`config.mk`:
```
export PLATFORM = sky130hd
export DESIGN_NAME = uart_cmd_top
export DESIGN_NICKNAME = d
export VERILOG_FILES = /design/src/uart_cmd_pkg.sv /design/src/uart_cmd_master.sv /design/src/uart_cmd_top.sv /design/src/uart_rx_byte.sv /design/src/uart_tx_byte.sv
export SDC_FILE = /design/constraint.sdc
export NUM_CORES = 1
export LEC_CHECK = 0
export ABC_AREA = 0
export BUFFER_PORTS_ARGS = -buffer_cell sky130_fd_sc_hd__buf_2
export CAP_MARGIN = 25
export CORE_MARGIN = 2
export CORE_UTILIZATION = 55
export DETAILED_ROUTE_END_ITERATION = 8
export MAX_ROUTING_LAYER = met4
export PLACE_DENSITY = 0.7
export SLEW_MARGIN = 10
export SYNTH_ARGS = -nofsm -noshare
export SYNTH_HDL_FRONTEND = slang
export SYNTH_HIERARCHICAL = 1
export SYNTH_SLANG_ARGS = --single-unit
export TNS_END_PERCENT = 30
```
`constraint.sdc`:
```
create_clock -name clk -period 2.9 [get_ports clk]
set_input_delay 0.58 -clock clk [delete_from_list [all_inputs] [get_ports clk]]
set_output_delay 0.58 -clock clk [all_outputs]
set_load 0.01 [all_outputs]
```
`src/uart_cmd_pkg.sv`:
```
`default_nettype none

package uart_cmd_pkg;

  localparam int CMD_WIDTH = 16;
  localparam int WRITE_FLAG_BIT = 15;
  localparam int DATA_BITS = 8;

  // start bit, eight data bits, parity bit and stop bit
  localparam int FRAME_BITS = 11;

  typedef enum logic [2:0] {
    ST_IDLE,
    ST_SEND_ADDR,
    ST_GAP,
    ST_SEND_DATA,
    ST_WAIT_RESP,
    ST_RECV_RESP,
    ST_FINISH
  } master_state_e;

  // the returned bit makes the count of ones in data plus parity odd
  function automatic logic odd_parity(input logic [DATA_BITS-1:0] data);
    return ~^data;
  endfunction

endpackage

`default_nettype wire

```
`src/uart_cmd_master.sv`:
```
`timescale 1ns/1ps
`default_nettype none

module uart_cmd_master
  import uart_cmd_pkg::*;
#(
  // at least 3, the transmitter pipeline eats two of the idle cycles
  parameter int GAP_CYCLES   = 100,
  parameter int RESP_TIMEOUT = 50000
) (
  input  logic                 clk,
  input  logic                 rst_n,
  input  logic [CMD_WIDTH-1:0] cmd_in,
  input  logic                 cmd_vld,
  output logic                 cmd_rdy,
  output logic                 tx_start,
  output logic [DATA_BITS-1:0] tx_byte,
  input  logic                 tx_busy,
  output logic                 rx_enable,
  input  logic                 rx_start_seen,
  input  logic                 rx_done,
  input  logic [DATA_BITS-1:0] rx_byte,
  input  logic                 rx_frame_err,
  output logic [DATA_BITS-1:0] read_data,
  output logic                 read_vld,
  output logic                 read_err
);

  localparam int GAP_W = $clog2(GAP_CYCLES);
  localparam int TO_W  = $clog2(RESP_TIMEOUT);

  master_state_e        state;
  logic [CMD_WIDTH-1:0] cmd_reg;
  logic [GAP_W-1:0]     gap_cnt;
  logic [TO_W-1:0]      to_cnt;
  logic                 tx_idle;

  // tx_busy only rises the cycle after tx_start, so both must be low
  assign tx_idle = !tx_start && !tx_busy;

  always_ff @(posedge clk or negedge rst_n)
  begin
    if (!rst_n)
    begin
      state     <= ST_IDLE;
      cmd_reg   <= '0;
      cmd_rdy   <= 1'b1;
      tx_start  <= 1'b0;
      tx_byte   <= '0;
      rx_enable <= 1'b0;
      gap_cnt   <= '0;
      to_cnt    <= '0;
      read_data <= '0;
      read_vld  <= 1'b0;
      read_err  <= 1'b0;
    end
    else
    begin
      tx_start <= 1'b0;
      read_vld <= 1'b0;
      case (state)
        // cmd_rdy is high in both of these states
        ST_IDLE, ST_FINISH:
        begin
          if (cmd_vld)
          begin
            cmd_reg  <= cmd_in;
            cmd_rdy  <= 1'b0;
            tx_start <= 1'b1;
            tx_byte  <= cmd_in[CMD_WIDTH-1 -: DATA_BITS];
            state    <= ST_SEND_ADDR;
          end
          else
          begin
            state <= ST_IDLE;
          end
        end
        ST_SEND_ADDR:
        begin
          if (tx_idle)
          begin
            if (cmd_reg[WRITE_FLAG_BIT])
            begin
              gap_cnt <= GAP_W'(GAP_CYCLES - 3);
              state   <= ST_GAP;
            end
            else
            begin
              rx_enable <= 1'b1;
              to_cnt    <= '0;
              state     <= ST_WAIT_RESP;
            end
          end
        end
        ST_GAP:
        begin
          if (gap_cnt == '0)
          begin
            tx_start <= 1'b1;
            tx_byte  <= cmd_reg[DATA_BITS-1:0];
            state    <= ST_SEND_DATA;
          end
          else
          begin
            gap_cnt <= gap_cnt - 1'b1;
          end
        end
        ST_SEND_DATA:
        begin
          if (tx_idle)
          begin
            cmd_rdy <= 1'b1;
            state   <= ST_FINISH;
          end
        end
        ST_WAIT_RESP:
        begin
          if (rx_start_seen)
          begin
            state <= ST_RECV_RESP;
          end
          else if (to_cnt == TO_W'(RESP_TIMEOUT - 1))
          begin
            // nothing came back, report an empty byte with the error flag
            rx_enable <= 1'b0;
            read_data <= '0;
            read_err  <= 1'b1;
            read_vld  <= 1'b1;
            cmd_rdy   <= 1'b1;
            state     <= ST_FINISH;
          end
          else
          begin
            to_cnt <= to_cnt + 1'b1;
          end
        end
        ST_RECV_RESP:
        begin
          if (rx_done)
          begin
            rx_enable <= 1'b0;
            read_data <= rx_byte;
            read_err  <= rx_frame_err;
            read_vld  <= 1'b1;
            cmd_rdy   <= 1'b1;
            state     <= ST_FINISH;
          end
        end
        default:
        begin
          state <= ST_IDLE;
        end
      endcase
    end
  end

endmodule

`default_nettype wire

```
`src/uart_cmd_top.sv`:
```
`timescale 1ns/1ps
`default_nettype none

module uart_cmd_top
  import uart_cmd_pkg::*;
#(
  parameter int CLKS_PER_BIT = 434,
  parameter int GAP_CYCLES   = 100,
  parameter int RESP_TIMEOUT = 50000
) (
  input  logic                 clk,
  input  logic                 rst_n,
  input  logic [CMD_WIDTH-1:0] cmd_in,
  input  logic                 cmd_vld,
  output logic                 cmd_rdy,
  input  logic                 rx,
  output logic                 tx,
  output logic [DATA_BITS-1:0] read_data,
  output logic                 read_vld,
  output logic                 read_err
);

  logic                 tx_start;
  logic [DATA_BITS-1:0] tx_byte;
  logic                 tx_busy;
  logic                 rx_enable;
  logic                 rx_start_seen;
  logic                 rx_done;
  logic [DATA_BITS-1:0] rx_byte;
  logic                 rx_frame_err;

  uart_cmd_master #(
    .GAP_CYCLES   (GAP_CYCLES),
    .RESP_TIMEOUT (RESP_TIMEOUT)
  ) u_master (
    .clk           (clk),
    .rst_n         (rst_n),
    .cmd_in        (cmd_in),
    .cmd_vld       (cmd_vld),
    .cmd_rdy       (cmd_rdy),
    .tx_start      (tx_start),
    .tx_byte       (tx_byte),
    .tx_busy       (tx_busy),
    .rx_enable     (rx_enable),
    .rx_start_seen (rx_start_seen),
    .rx_done       (rx_done),
    .rx_byte       (rx_byte),
    .rx_frame_err  (rx_frame_err),
    .read_data     (read_data),
    .read_vld      (read_vld),
    .read_err      (read_err)
  );

  uart_tx_byte #(
    .CLKS_PER_BIT (CLKS_PER_BIT)
  ) u_tx (
    .clk      (clk),
    .rst_n    (rst_n),
    .tx_start (tx_start),
    .tx_byte  (tx_byte),
    .tx_busy  (tx_busy),
    .tx       (tx)
  );

  uart_rx_byte #(
    .CLKS_PER_BIT (CLKS_PER_BIT)
  ) u_rx (
    .clk           (clk),
    .rst_n         (rst_n),
    .rx            (rx),
    .rx_enable     (rx_enable),
    .rx_start_seen (rx_start_seen),
    .rx_done       (rx_done),
    .rx_byte       (rx_byte),
    .rx_frame_err  (rx_frame_err)
  );

endmodule

`default_nettype wire

```
`src/uart_rx_byte.sv`:
```
`timescale 1ns/1ps
`default_nettype none

module uart_rx_byte
  import uart_cmd_pkg::*;
#(
  parameter int CLKS_PER_BIT = 434
) (
  input  logic                 clk,
  input  logic                 rst_n,
  input  logic                 rx,
  input  logic                 rx_enable,
  output logic                 rx_start_seen,
  output logic                 rx_done,
  output logic [DATA_BITS-1:0] rx_byte,
  output logic                 rx_frame_err
);

  localparam int CNT_W = $clog2(CLKS_PER_BIT);
  localparam int HALF  = CLKS_PER_BIT / 2;

  typedef enum logic [1:0] {
    RX_IDLE,
    RX_START,
    RX_BITS,
    RX_END
  } rx_state_e;

  rx_state_e             state;
  logic                  rx_meta;
  logic                  rx_sync;
  logic                  rx_prev;
  logic [CNT_W-1:0]      clk_cnt;
  logic [3:0]            bit_idx;
  // data bits, then parity, then stop once all samples are in
  logic [FRAME_BITS-2:0] shreg;
  logic                  bit_end;
  logic                  half_end;
  logic                  sample;
  logic                  finish;

  assign bit_end  = (clk_cnt == CNT_W'(CLKS_PER_BIT - 1));
  assign half_end = (clk_cnt == CNT_W'(HALF - 1));
  assign sample   = rx_enable && (state == RX_BITS) && bit_end;
  assign finish   = rx_enable && (state == RX_END) && half_end;

  always_ff @(posedge clk or negedge rst_n)
  begin
    if (!rst_n)
    begin
      rx_meta <= 1'b1;
      rx_sync <= 1'b1;
      rx_prev <= 1'b1;
    end
    else
    begin
      rx_meta <= rx;
      rx_sync <= rx_meta;
      rx_prev <= rx_sync;
    end
  end

  always_ff @(posedge clk)
  begin
    if (sample)
    begin
      shreg <= {rx_sync, shreg[FRAME_BITS-2:1]};
    end
    if (finish)
    begin
      rx_byte      <= shreg[DATA_BITS-1:0];
      rx_frame_err <= (shreg[DATA_BITS] != odd_parity(shreg[DATA_BITS-1:0])) ||
                      !shreg[DATA_BITS+1];
    end
  end

  always_ff @(posedge clk or negedge rst_n)
  begin
    if (!rst_n)
    begin
      state         <= RX_IDLE;
      clk_cnt       <= '0;
      bit_idx       <= '0;
      rx_start_seen <= 1'b0;
      rx_done       <= 1'b0;
    end
    else
    begin
      rx_start_seen <= 1'b0;
      rx_done       <= 1'b0;
      if (!rx_enable)
      begin
        state   <= RX_IDLE;
        clk_cnt <= '0;
      end
      else
      begin
        case (state)
          RX_IDLE:
          begin
            if (rx_prev && !rx_sync)
            begin
              clk_cnt <= '0;
              state   <= RX_START;
            end
          end
          RX_START:
          begin
            if (half_end)
            begin
              clk_cnt <= '0;
              bit_idx <= '0;
              // a line that is high again at mid start bit was a glitch
              if (!rx_sync)
              begin
                rx_start_seen <= 1'b1;
                state         <= RX_BITS;
              end
              else
              begin
                state <= RX_IDLE;
              end
            end
            else
            begin
              clk_cnt <= clk_cnt + 1'b1;
            end
          end
          RX_BITS:
          begin
            if (bit_end)
            begin
              clk_cnt <= '0;
              bit_idx <= bit_idx + 4'd1;
              if (bit_idx == 4'(FRAME_BITS - 2))
              begin
                state <= RX_END;
              end
            end
            else
            begin
              clk_cnt <= clk_cnt + 1'b1;
            end
          end
          RX_END:
          begin
            // runs out the second half of the stop bit
            if (half_end)
            begin
              rx_done <= 1'b1;
              state   <= RX_IDLE;
            end
            else
            begin
              clk_cnt <= clk_cnt + 1'b1;
            end
          end
          default:
          begin
            state <= RX_IDLE;
          end
        endcase
      end
    end
  end

endmodule

`default_nettype wire

```
`src/uart_tx_byte.sv`:
```
`timescale 1ns/1ps
`default_nettype none

module uart_tx_byte
  import uart_cmd_pkg::*;
#(
  parameter int CLKS_PER_BIT = 434
) (
  input  logic                 clk,
  input  logic                 rst_n,
  input  logic                 tx_start,
  input  logic [DATA_BITS-1:0] tx_byte,
  output logic                 tx_busy,
  output logic                 tx
);

  localparam int CNT_W = $clog2(CLKS_PER_BIT);

  // everything after the start bit, sent from bit 0 upwards
  logic [FRAME_BITS-2:0] frame;
  logic [CNT_W-1:0]      clk_cnt;
  logic [3:0]            bit_idx;
  logic                  load;
  logic                  bit_end;

  assign load    = tx_start && !tx_busy;
  assign bit_end = (clk_cnt == CNT_W'(CLKS_PER_BIT - 1));

  always_ff @(posedge clk)
  begin
    if (load)
    begin
      frame <= {1'b1, odd_parity(tx_byte), tx_byte};
    end
  end

  // the start bit goes out in the same edge that loads the frame
  always_ff @(posedge clk or negedge rst_n)
  begin
    if (!rst_n)
    begin
      tx_busy <= 1'b0;
      tx      <= 1'b1;
      clk_cnt <= '0;
      bit_idx <= '0;
    end
    else if (load)
    begin
      tx_busy <= 1'b1;
      tx      <= 1'b0;
      clk_cnt <= '0;
      bit_idx <= '0;
    end
    else if (tx_busy)
    begin
      if (bit_end)
      begin
        clk_cnt <= '0;
        if (bit_idx == 4'(FRAME_BITS - 1))
        begin
          // stop bit has run its full period
          tx_busy <= 1'b0;
          tx      <= 1'b1;
        end
        else
        begin
          tx      <= frame[bit_idx];
          bit_idx <= bit_idx + 4'd1;
        end
      end
      else
      begin
        clk_cnt <= clk_cnt + 1'b1;
      end
    end
  end

endmodule

`default_nettype wire

```
# == After elaboration in Yosys (flattened, before gate mapping) ==
# Cells that the tools add are included.
# totals
ff_bits,126
output_inout_bits,12
# op_classes
eq_ne,37
addsub,6
n_mux,87
n_lt_le_gt_ge,1
n_reduce_logical,40
# ops
op,count
$mux 9,8
$mux 16,4
$mux 8,5
$pmux 9 s4,1
$mux 1,33
$pmux 16 s2,1
$pmux 8 s2,2
$mux 4,6
$mux 3,7
$mux 7,3
$add 9x1->9 const B,2
$eq 9x9->1 const B,2
$ne 2x1->1 const B,9
$pmux 3 s6,1
$add 16x1->16 const B,1
$eq 16x16->1 const B,1
$reduce_xnor 8->1,2
$reduce_and 5->1,3
$mux 2,7
$pmux 7 s2,1
$reduce_bool 2->1,7
$ne 3x2->1 const B,4
$reduce_and 4->1,3
$reduce_and 6->1,2
31 further kinds,56

# == Logic depth before layout (Yosys ltp) ==
# Gate-level depths: netlist of the first run.
# depth
ltp_word,6
ltp_mapped,8

# == Hierarchy ==
# The synthesis of the first run kept the hierarchy.
# modules_own_cells
module,instances,area_per_inst_um2,seq_area_each_um2,cells_per_inst
uart_cmd_master,1,2721.4,1402.6,273
uart_rx_byte,1,1875.5,1074.8,151
uart_tx_byte,1,1226.2,646.9,111

# == Least setup slack after synthesis of the first run ==
# OpenSTA, ideal clock, no wires.
# synth_timing
path_type,register -> register
from,register u_rx.clk_cnt[0]
to,"register u_rx.rx_byte[0], enable pin"
synth_period_minus_slack_ps,2044
stages_incl_launch_ff,6
required_ps,2562
path_buffers,0
setup_time_ps,338
t_arrival_ps,1707
path_slack_ps,856
cell_sequence,dfrtp_1 inv_1 ha_1 or4b_4 nor3_4 and3_1
# synth_between
elab_chain_cells,2
# synth_rtl
item,line_no,source
"start, declared",uart_rx_byte.sv:33,logic [CNT_W-1:0] clk_cnt;
"start signal, assigned",uart_rx_byte.sv:126,clk_cnt <= clk_cnt + 1'b1;
"start signal, assigned",uart_rx_byte.sv:142,clk_cnt <= clk_cnt + 1'b1;
"start signal, assigned",uart_rx_byte.sv:155,clk_cnt <= clk_cnt + 1'b1;
$eq 9x8->1,uart_rx_byte.sv:43,assign half_end = (clk_cnt == CNT_W'(HALF - 1));
$logic_and 1x1->1,uart_rx_byte.sv:45,assign finish = rx_enable && (state == RX_END) && half_end;
net u_rx.finish,uart_rx_byte.sv:40,logic finish;
"end signal, assigned",uart_rx_byte.sv:71,rx_byte <= shreg[DATA_BITS-1:0];
"end, declared",uart_rx_byte.sv:15,"output logic [DATA_BITS-1:0] rx_byte,"
# The timed path passes the listed nets, and every way through them passes these cells.
# A chain may end at the register's enable or synchronous reset.

# == Worst setup path after layout of the first run ==
# Ends and elaborated chain as after synthesis.

==> results of run 1 <==
-- placed cells by master (no fill, tap or decap), types with 10 or more instances in the layout --
cell	count
o21ai_0	39
o21ai_1	13
dfrtp_1	86
ha_1	11
buf_2	30
inv_1	23
nand2_1	43
nor3_1	13
nand3_1	21
clkbuf_16	16
nor2_1	42
a21oi_1	18
xnor2_1	15
edfxtp_1	28
a22o_1	10
mux2i_1	15
-- worst max-delay path, delay by kind of cell, from the launching register on --
kind,cells,cell delay [ps]
and+or+nand+nor,3,1230
buffers and inverters,1,90
DFF,1,440
adders and majority gates,1,130
-- logic make-up (layout without fill, tap and decap cells) --
family | after synthesis | count (layout) | synth area share, %
AOI/OAI and AO/OA | 133 | 133 | 15.1
xor gates and xnor gates | 22 | 22 | 3.55
adders and majority gates | 11 | 11 | 2.36
buffers and inverters | 45 | 90 | 3.70
DFF | 119 | 119 | 53.7
muxes | 25 | 25 | 4.71
and+or+nand+nor | 180 | 180 | 17.0
-- path summary, 6_finish.rpt --
kind / from / to / slack, ps / cells after the start
max in group asynchronous: rst_n / u_master/cmd_rdy / 2120 / 2
worst min register to register: u_rx/rx_meta / u_rx/rx_sync / 360 / 0
min in group clk: rx / u_rx/rx_meta / 180 / 1
worst min-delay path: rst_n / u_master/to_cnt[3] / 70 / 1
worst max-delay path: u_rx/clk_cnt[0] / u_rx/rx_byte[0] / 670 / 5
worst max register to register: u_rx/clk_cnt[0] / u_rx/rx_byte[0] / 670 / 5
-- layout make-up --
cell class / instances / share of cell area [%]
repair buffers: 33 / 2.77
clock inverters: 15 / 3.07
multi-input cells: 371 / 37.2
clock buffers: 17 / 6.20
well taps: 136 / 2.55
inverters: 25 / 1.41
flip-flops and latches: 119 / 46.8
-- where the power goes --
group,leakage (nW),internal [W],switching [W]
sequential,1.47,0.00171,0.00000106
combinational,1.07,0.0000153,0.0000318
clock,0.304,0.00135,0.000808
-- routing by layer --
metal  global-route usage, %  part of all wire [%]  up-vias
met2                    35.3                    51       76
met5                       -                     0        -
met1                    27.8                    45     2086
met4                    6.86                  0.80        0
met3                    5.23                   2.9        8
li1                        -                     -     2044
-- per-stage QoR --
step	hold WS [ps]	instances	utilization, %	setup slack, ps
floorplan	284	535	-	856
global placement	346	684	58.7	723
detailed placement	353	684	58.7	673
CTS	77.7	716	64.7	639
global route	106	716	64.7	459
finish	71.3	716	64.7	665
==> results.md, run 1 <==
* Fin. Hold Viols at 0
* Clock sinks at 119
* Overall routing resource usage at 21.9%
* EDFF count, synth at 28
* Post-synthesis sequential area ratio at 53.7%
* Area of the die at 11400 um^2
* Mapped Nets at 566
* Port Buf Inserts at 31
* Vias per cell at 5.89
* # H-tree levels at 4
* CTS Buffer Depth at 2
* Least-Margin Pin Slew at 731 ps
* Post-route clock period utilization at 77.1%
* Final TNS setup at 0 ps
* Ys flop type: dfrtp_1
* CP Cell Sequence: inv_1, ha_1, or4b_4, nor3_4, and3_1
* Initial antenna violation count at 0
* Top cell type's share of synthesized area at 37.0%
* GPL Wtd Cong at 0.885
* Core footprint at 10300 um^2
* Clk pin slew, worst setup/hold paths at 60 ps
* Drt pass-1 iters at 5
* Multi-input logic area at 2480 um^2
* Mapped Cells at 535
* Initial Util at 56.4%
* Biggest regs: u_master/to_cnt x16, u_rx/shreg x10
* Largest net degree at the start of global routing at 50
* Per-cell routed wire length at 15.7 um
* CTS root buf: clkbuf_8
* Cts hold-fix bufs at 0
* Commonest cells post-synth: dfrtp_1 (86), nand2_1 (43), nor2_1 (42)
* CTS Buf Count at 17
* DRC at 0
* Layout cell share with drive strength beyond 1 at 16.9%
* Cell with the most instances after synthesis: dfrtp_1
* Largest stage delay, worst path at 500 ps
* Post-layout min period at 2230 ps
* Max FO, Critical Path at 9
* # IOs at 32
* Unique masters post-synth at 73
* #FFs+latches synth at 119
* Highest-delay cell along the critical path: or4b_4
* MaxCap Viol Count at 0
* Final Skew at 8.26 ps
* Largest reg by FF count: u_master/to_cnt
* Mapped Area at 5820 um^2
* Largest register FFs at 16
* Final WL at 11.2 mm
* Slew margin rel. at 50.6%
* CP endpoint kind: flip-flop
* Area post-placement at 6060 um^2
* Vias at 4214
* Post-cts resize count at 0
* Cell area after layout at 6680 um^2
* Fmax at 0.448 GHz
* Global route overflow at 0
* Top cells by area, synth: dfrtp_1 (37%), edfxtp_1 (14%), o21ai_0 (3.4%)
* Flip-flop and latch area at 3120 um^2
* P_leak at 2.84 nW
* Setup violations, final at 0
* # rows at 37
* Crit path DAT at 2400 ps
* Inserted Diodes at 0
* DP Wirelength at 7.45 mm
* Worst-Skew Late Latency at 500 ps
* Pwr/cell area at 586 nW/um^2
* Nets at 598
* Post-CTS setup buffer count at 0
* Status: finished clean
* First-pass GRT wire length at 19.4 mm
* Post-synthesis async set-or-reset flop share at 76.5%
* Worst min-delay path class: input port to async pin
* Vias in the first global route at 4125
* TritonCTS clock tree: built
* Initial DRC count at 255
* Chip Width at 107 um
* WP data required at 3060 ps
* Largest area contributor in the netlist: dfrtp_1
* Yosys Warn Count at 6
* Layout area overhead at 14.7%
* CP startpoint kind: flip-flop
* Fillers at 792
* RSZ-0062 raised after global routing: false
* Die Y-Extent at 107 um
* Crit Path Class: flip-flop to flip-flop
* Total power at 0.00392 W
* Worst vdd ir at 452 uV
* Mean post-synth cell area at 10.9 um^2
* Max Slew Vio Count at 0
* Post-detailed-route count of antenna-violating nets at 0
(Power assumes the default switching activity.)
==> run 2, diff against run 1 <==
==> constraint.sdc (replaced) <==
create_clock -name clk -period 2.3 [get_ports clk]
set_input_delay 0.46 -clock clk [delete_from_list [all_inputs] [get_ports clk]]
set_output_delay 0.46 -clock clk [all_outputs]
set_load 0.01 [all_outputs]
==> run 2 against run 1 <==
Effect of this change:
- sequential cell count unchanged
- design area increased by 0.75%
- critical path depth increased by 1
- combinational power increased by 32%
- clock power increased by 23%
- register-to-register slack got worse by 580 ps
- sequential share of layout area decreased by 0.35 points
- core utilization increased by 0.48 points
- largest cell class unchanged
- worst hold slack got worse by 21 ps
- via count increased by 0.43%
- worst setup slack got worse by 580 ps
- critical path type unchanged
==> results.md, run 2 (same netlist as run 1, synthesis figures left out) <==
* Most frequent cells in the layout: dfrtp_1 (86), nand2_1 (43), nor2_1 (42), o21ai_0 (39), buf_2 (30)
* GPL Wtd Cong at 0.892
* Crit Path Class: flip-flop to flip-flop
* DRC at 0
* Chip Width at 107 um
* CTS Buf Count at 17
* Largest reg by FF count: u_master/to_cnt
* Final Skew at 8.60 ps
* Drt pass-1 iters at 4
* Max Slew Vio Count at 0
* Per-cell routed wire length at 15.8 um
* Worst vdd ir at 480 uV
* Fin. Hold Viols at 0
* Crit path DAT at 2580 ps
* Commonest non-fill, non-tap cell in the layout: dfrtp_1
* Switching part of the total power at 22.5%
* Least-Margin Pin Slew at 710 ps
* Fmax at 0.452 GHz
* Status: finished clean
* DP Wirelength at 7.73 mm
* Layout cell share with drive strength beyond 1 at 18.1%
* Clock sinks at 119
* TritonCTS clock tree: built
* Die Y-Extent at 107 um
* WP data required at 2670 ps
* Post-layout min period at 2210 ps
* Worst-Skew Late Latency at 520 ps
* First-pass GRT wire length at 19.6 mm
* CTS root buf: clkbuf_8
* Post-detailed-route count of antenna-violating nets at 0
* Total power at 0.00486 W
* Overall routing resource usage at 22.1%
* Setup violations, final at 0
* Post-Route Utilization at 65.2%
* Area of the die at 11400 um^2
* Final TNS setup at 0 ps
* Internal power at 0.00377 W
* Flop pwr share at 44.5%
* Port Buf Inserts at 31
* Worst min-delay path class: input port to flip-flop
* Highest-delay cell along the critical path: a21oi_2
* Post-cts resize count at 0
* Slew margin rel. at 52.0%
* Global route overflow at 0
* CP startpoint kind: flip-flop
* Initial antenna violation count at 0
* CP endpoint kind: flip-flop
* Biggest regs: u_master/to_cnt x16, u_rx/shreg x10
* Largest register FFs at 16
* Clock power frac at 54.3%
* Initial Util at 56.4%
* # rows at 37
* CP Cell Sequence: ha_1, and4b_1, nand4_1, a21oi_2, o21ai_0, o41ai_1
* Post-route clock period utilization at 96.2%
* Final WL at 11.5 mm
* Nets at 608
* CTS Buffer Depth at 2
* Switching power at 0.00109 W
* Comb pwr share at 1.3%
* # IOs at 32
* Largest stage delay, worst path at 600 ps
* Core footprint at 10300 um^2
* Vias per cell at 5.83
* Inserted Diodes at 0
* RSZ-0062 raised after global routing: false
* Pwr/cell area at 722 nW/um^2
* P_leak at 2.87 nW
* # H-tree levels at 4
* Vias in the first global route at 4185
* Clk pin slew, worst setup/hold paths at 60 ps
* Initial DRC count at 245
* Max FO, Critical Path at 17
* Vias at 4232
* Largest net degree at the start of global routing at 48
* Layout area overhead at 15.5%
* MaxCap Viol Count at 0
run 2: per-layer routing:
layer  global-route usage [%]  wire length (um)  up-vias
li1                         -                 -     2066
met4                     7.88               140        0
met3                     4.32               398       15
met5                        -                 0        -
met2                     35.8              5820       89
met1                     28.0              5130     2062
run 2: area by class of cell:
cell class / instances / area (um^2)
inverters: 25 / 93.8
clock buffers: 17 / 414
repair buffers: 43 / 263
multi-input cells: 371 / 2480
clock inverters: 15 / 178
flip-flops and latches: 119 / 3120
well taps: 136 / 170
fillers: 764 / 3600
run 2: what timing repair did:
| action | CTS | global route |
|---|---|---|
| hold buffers | 1 | 0 |
| buffers inserted | 0 | 0 |
| endpoints found under the hold margin | 18 | 0 |
run 2: power by group through the flow:
| stage | clock (W) | sequential, W | combinational (W) |
|---|---|---|---|
| final | 0.00264 | 0.00216 | 0.0000624 |
| after global routing | 0.00279 | 0.00216 | 0.0000728 |
| after CTS | 0.00269 | 0.00216 | 0.0000658 |
| after detailed placement | 0 | 0.00220 | 0.0000640 |
| after global placement | 0 | 0.00220 | 0.0000623 |
| after floorplan | 0 | 0.00220 | 0.00000626 |
run 2: path summary, 6_finish.rpt:
kind,startpoint,end,slack (ps),cells after the start
hold / removal,rx,u_rx/rx_meta,50,1
hold reg to reg,u_rx/rx_meta,u_rx/rx_sync,360,0
min in group asynchronous,rst_n,u_master/to_cnt[7],400,2
setup reg to reg,u_master/to_cnt[0],u_master/to_cnt[4],90,6
setup / recovery,u_master/to_cnt[0],u_master/to_cnt[4],90,6
max in group asynchronous,rst_n,u_rx/bit_idx[1],1290,3
run 2: through the flow:
step	instances	area [um^2]	hold slack [ps]	setup WS (ps)
after global routing	726	6730	27.4	33.3
after floorplan	535	5820	164	256
after detailed placement	693	6120	348	201
after CTS	726	6730	31.9	153
after global placement	693	6120	347	258
final	726	6730	49.9	87.2
run 2: worst max-delay path: cells and delay by family (launching register included):
family / cells / cell delay (ps)
AO/OA/AOI/OAI: 3 / 970
adder cells (fa/ha/maj): 1 / 230
flip-flops: 1 / 420
AND/OR/NAND/NOR: 2 / 440
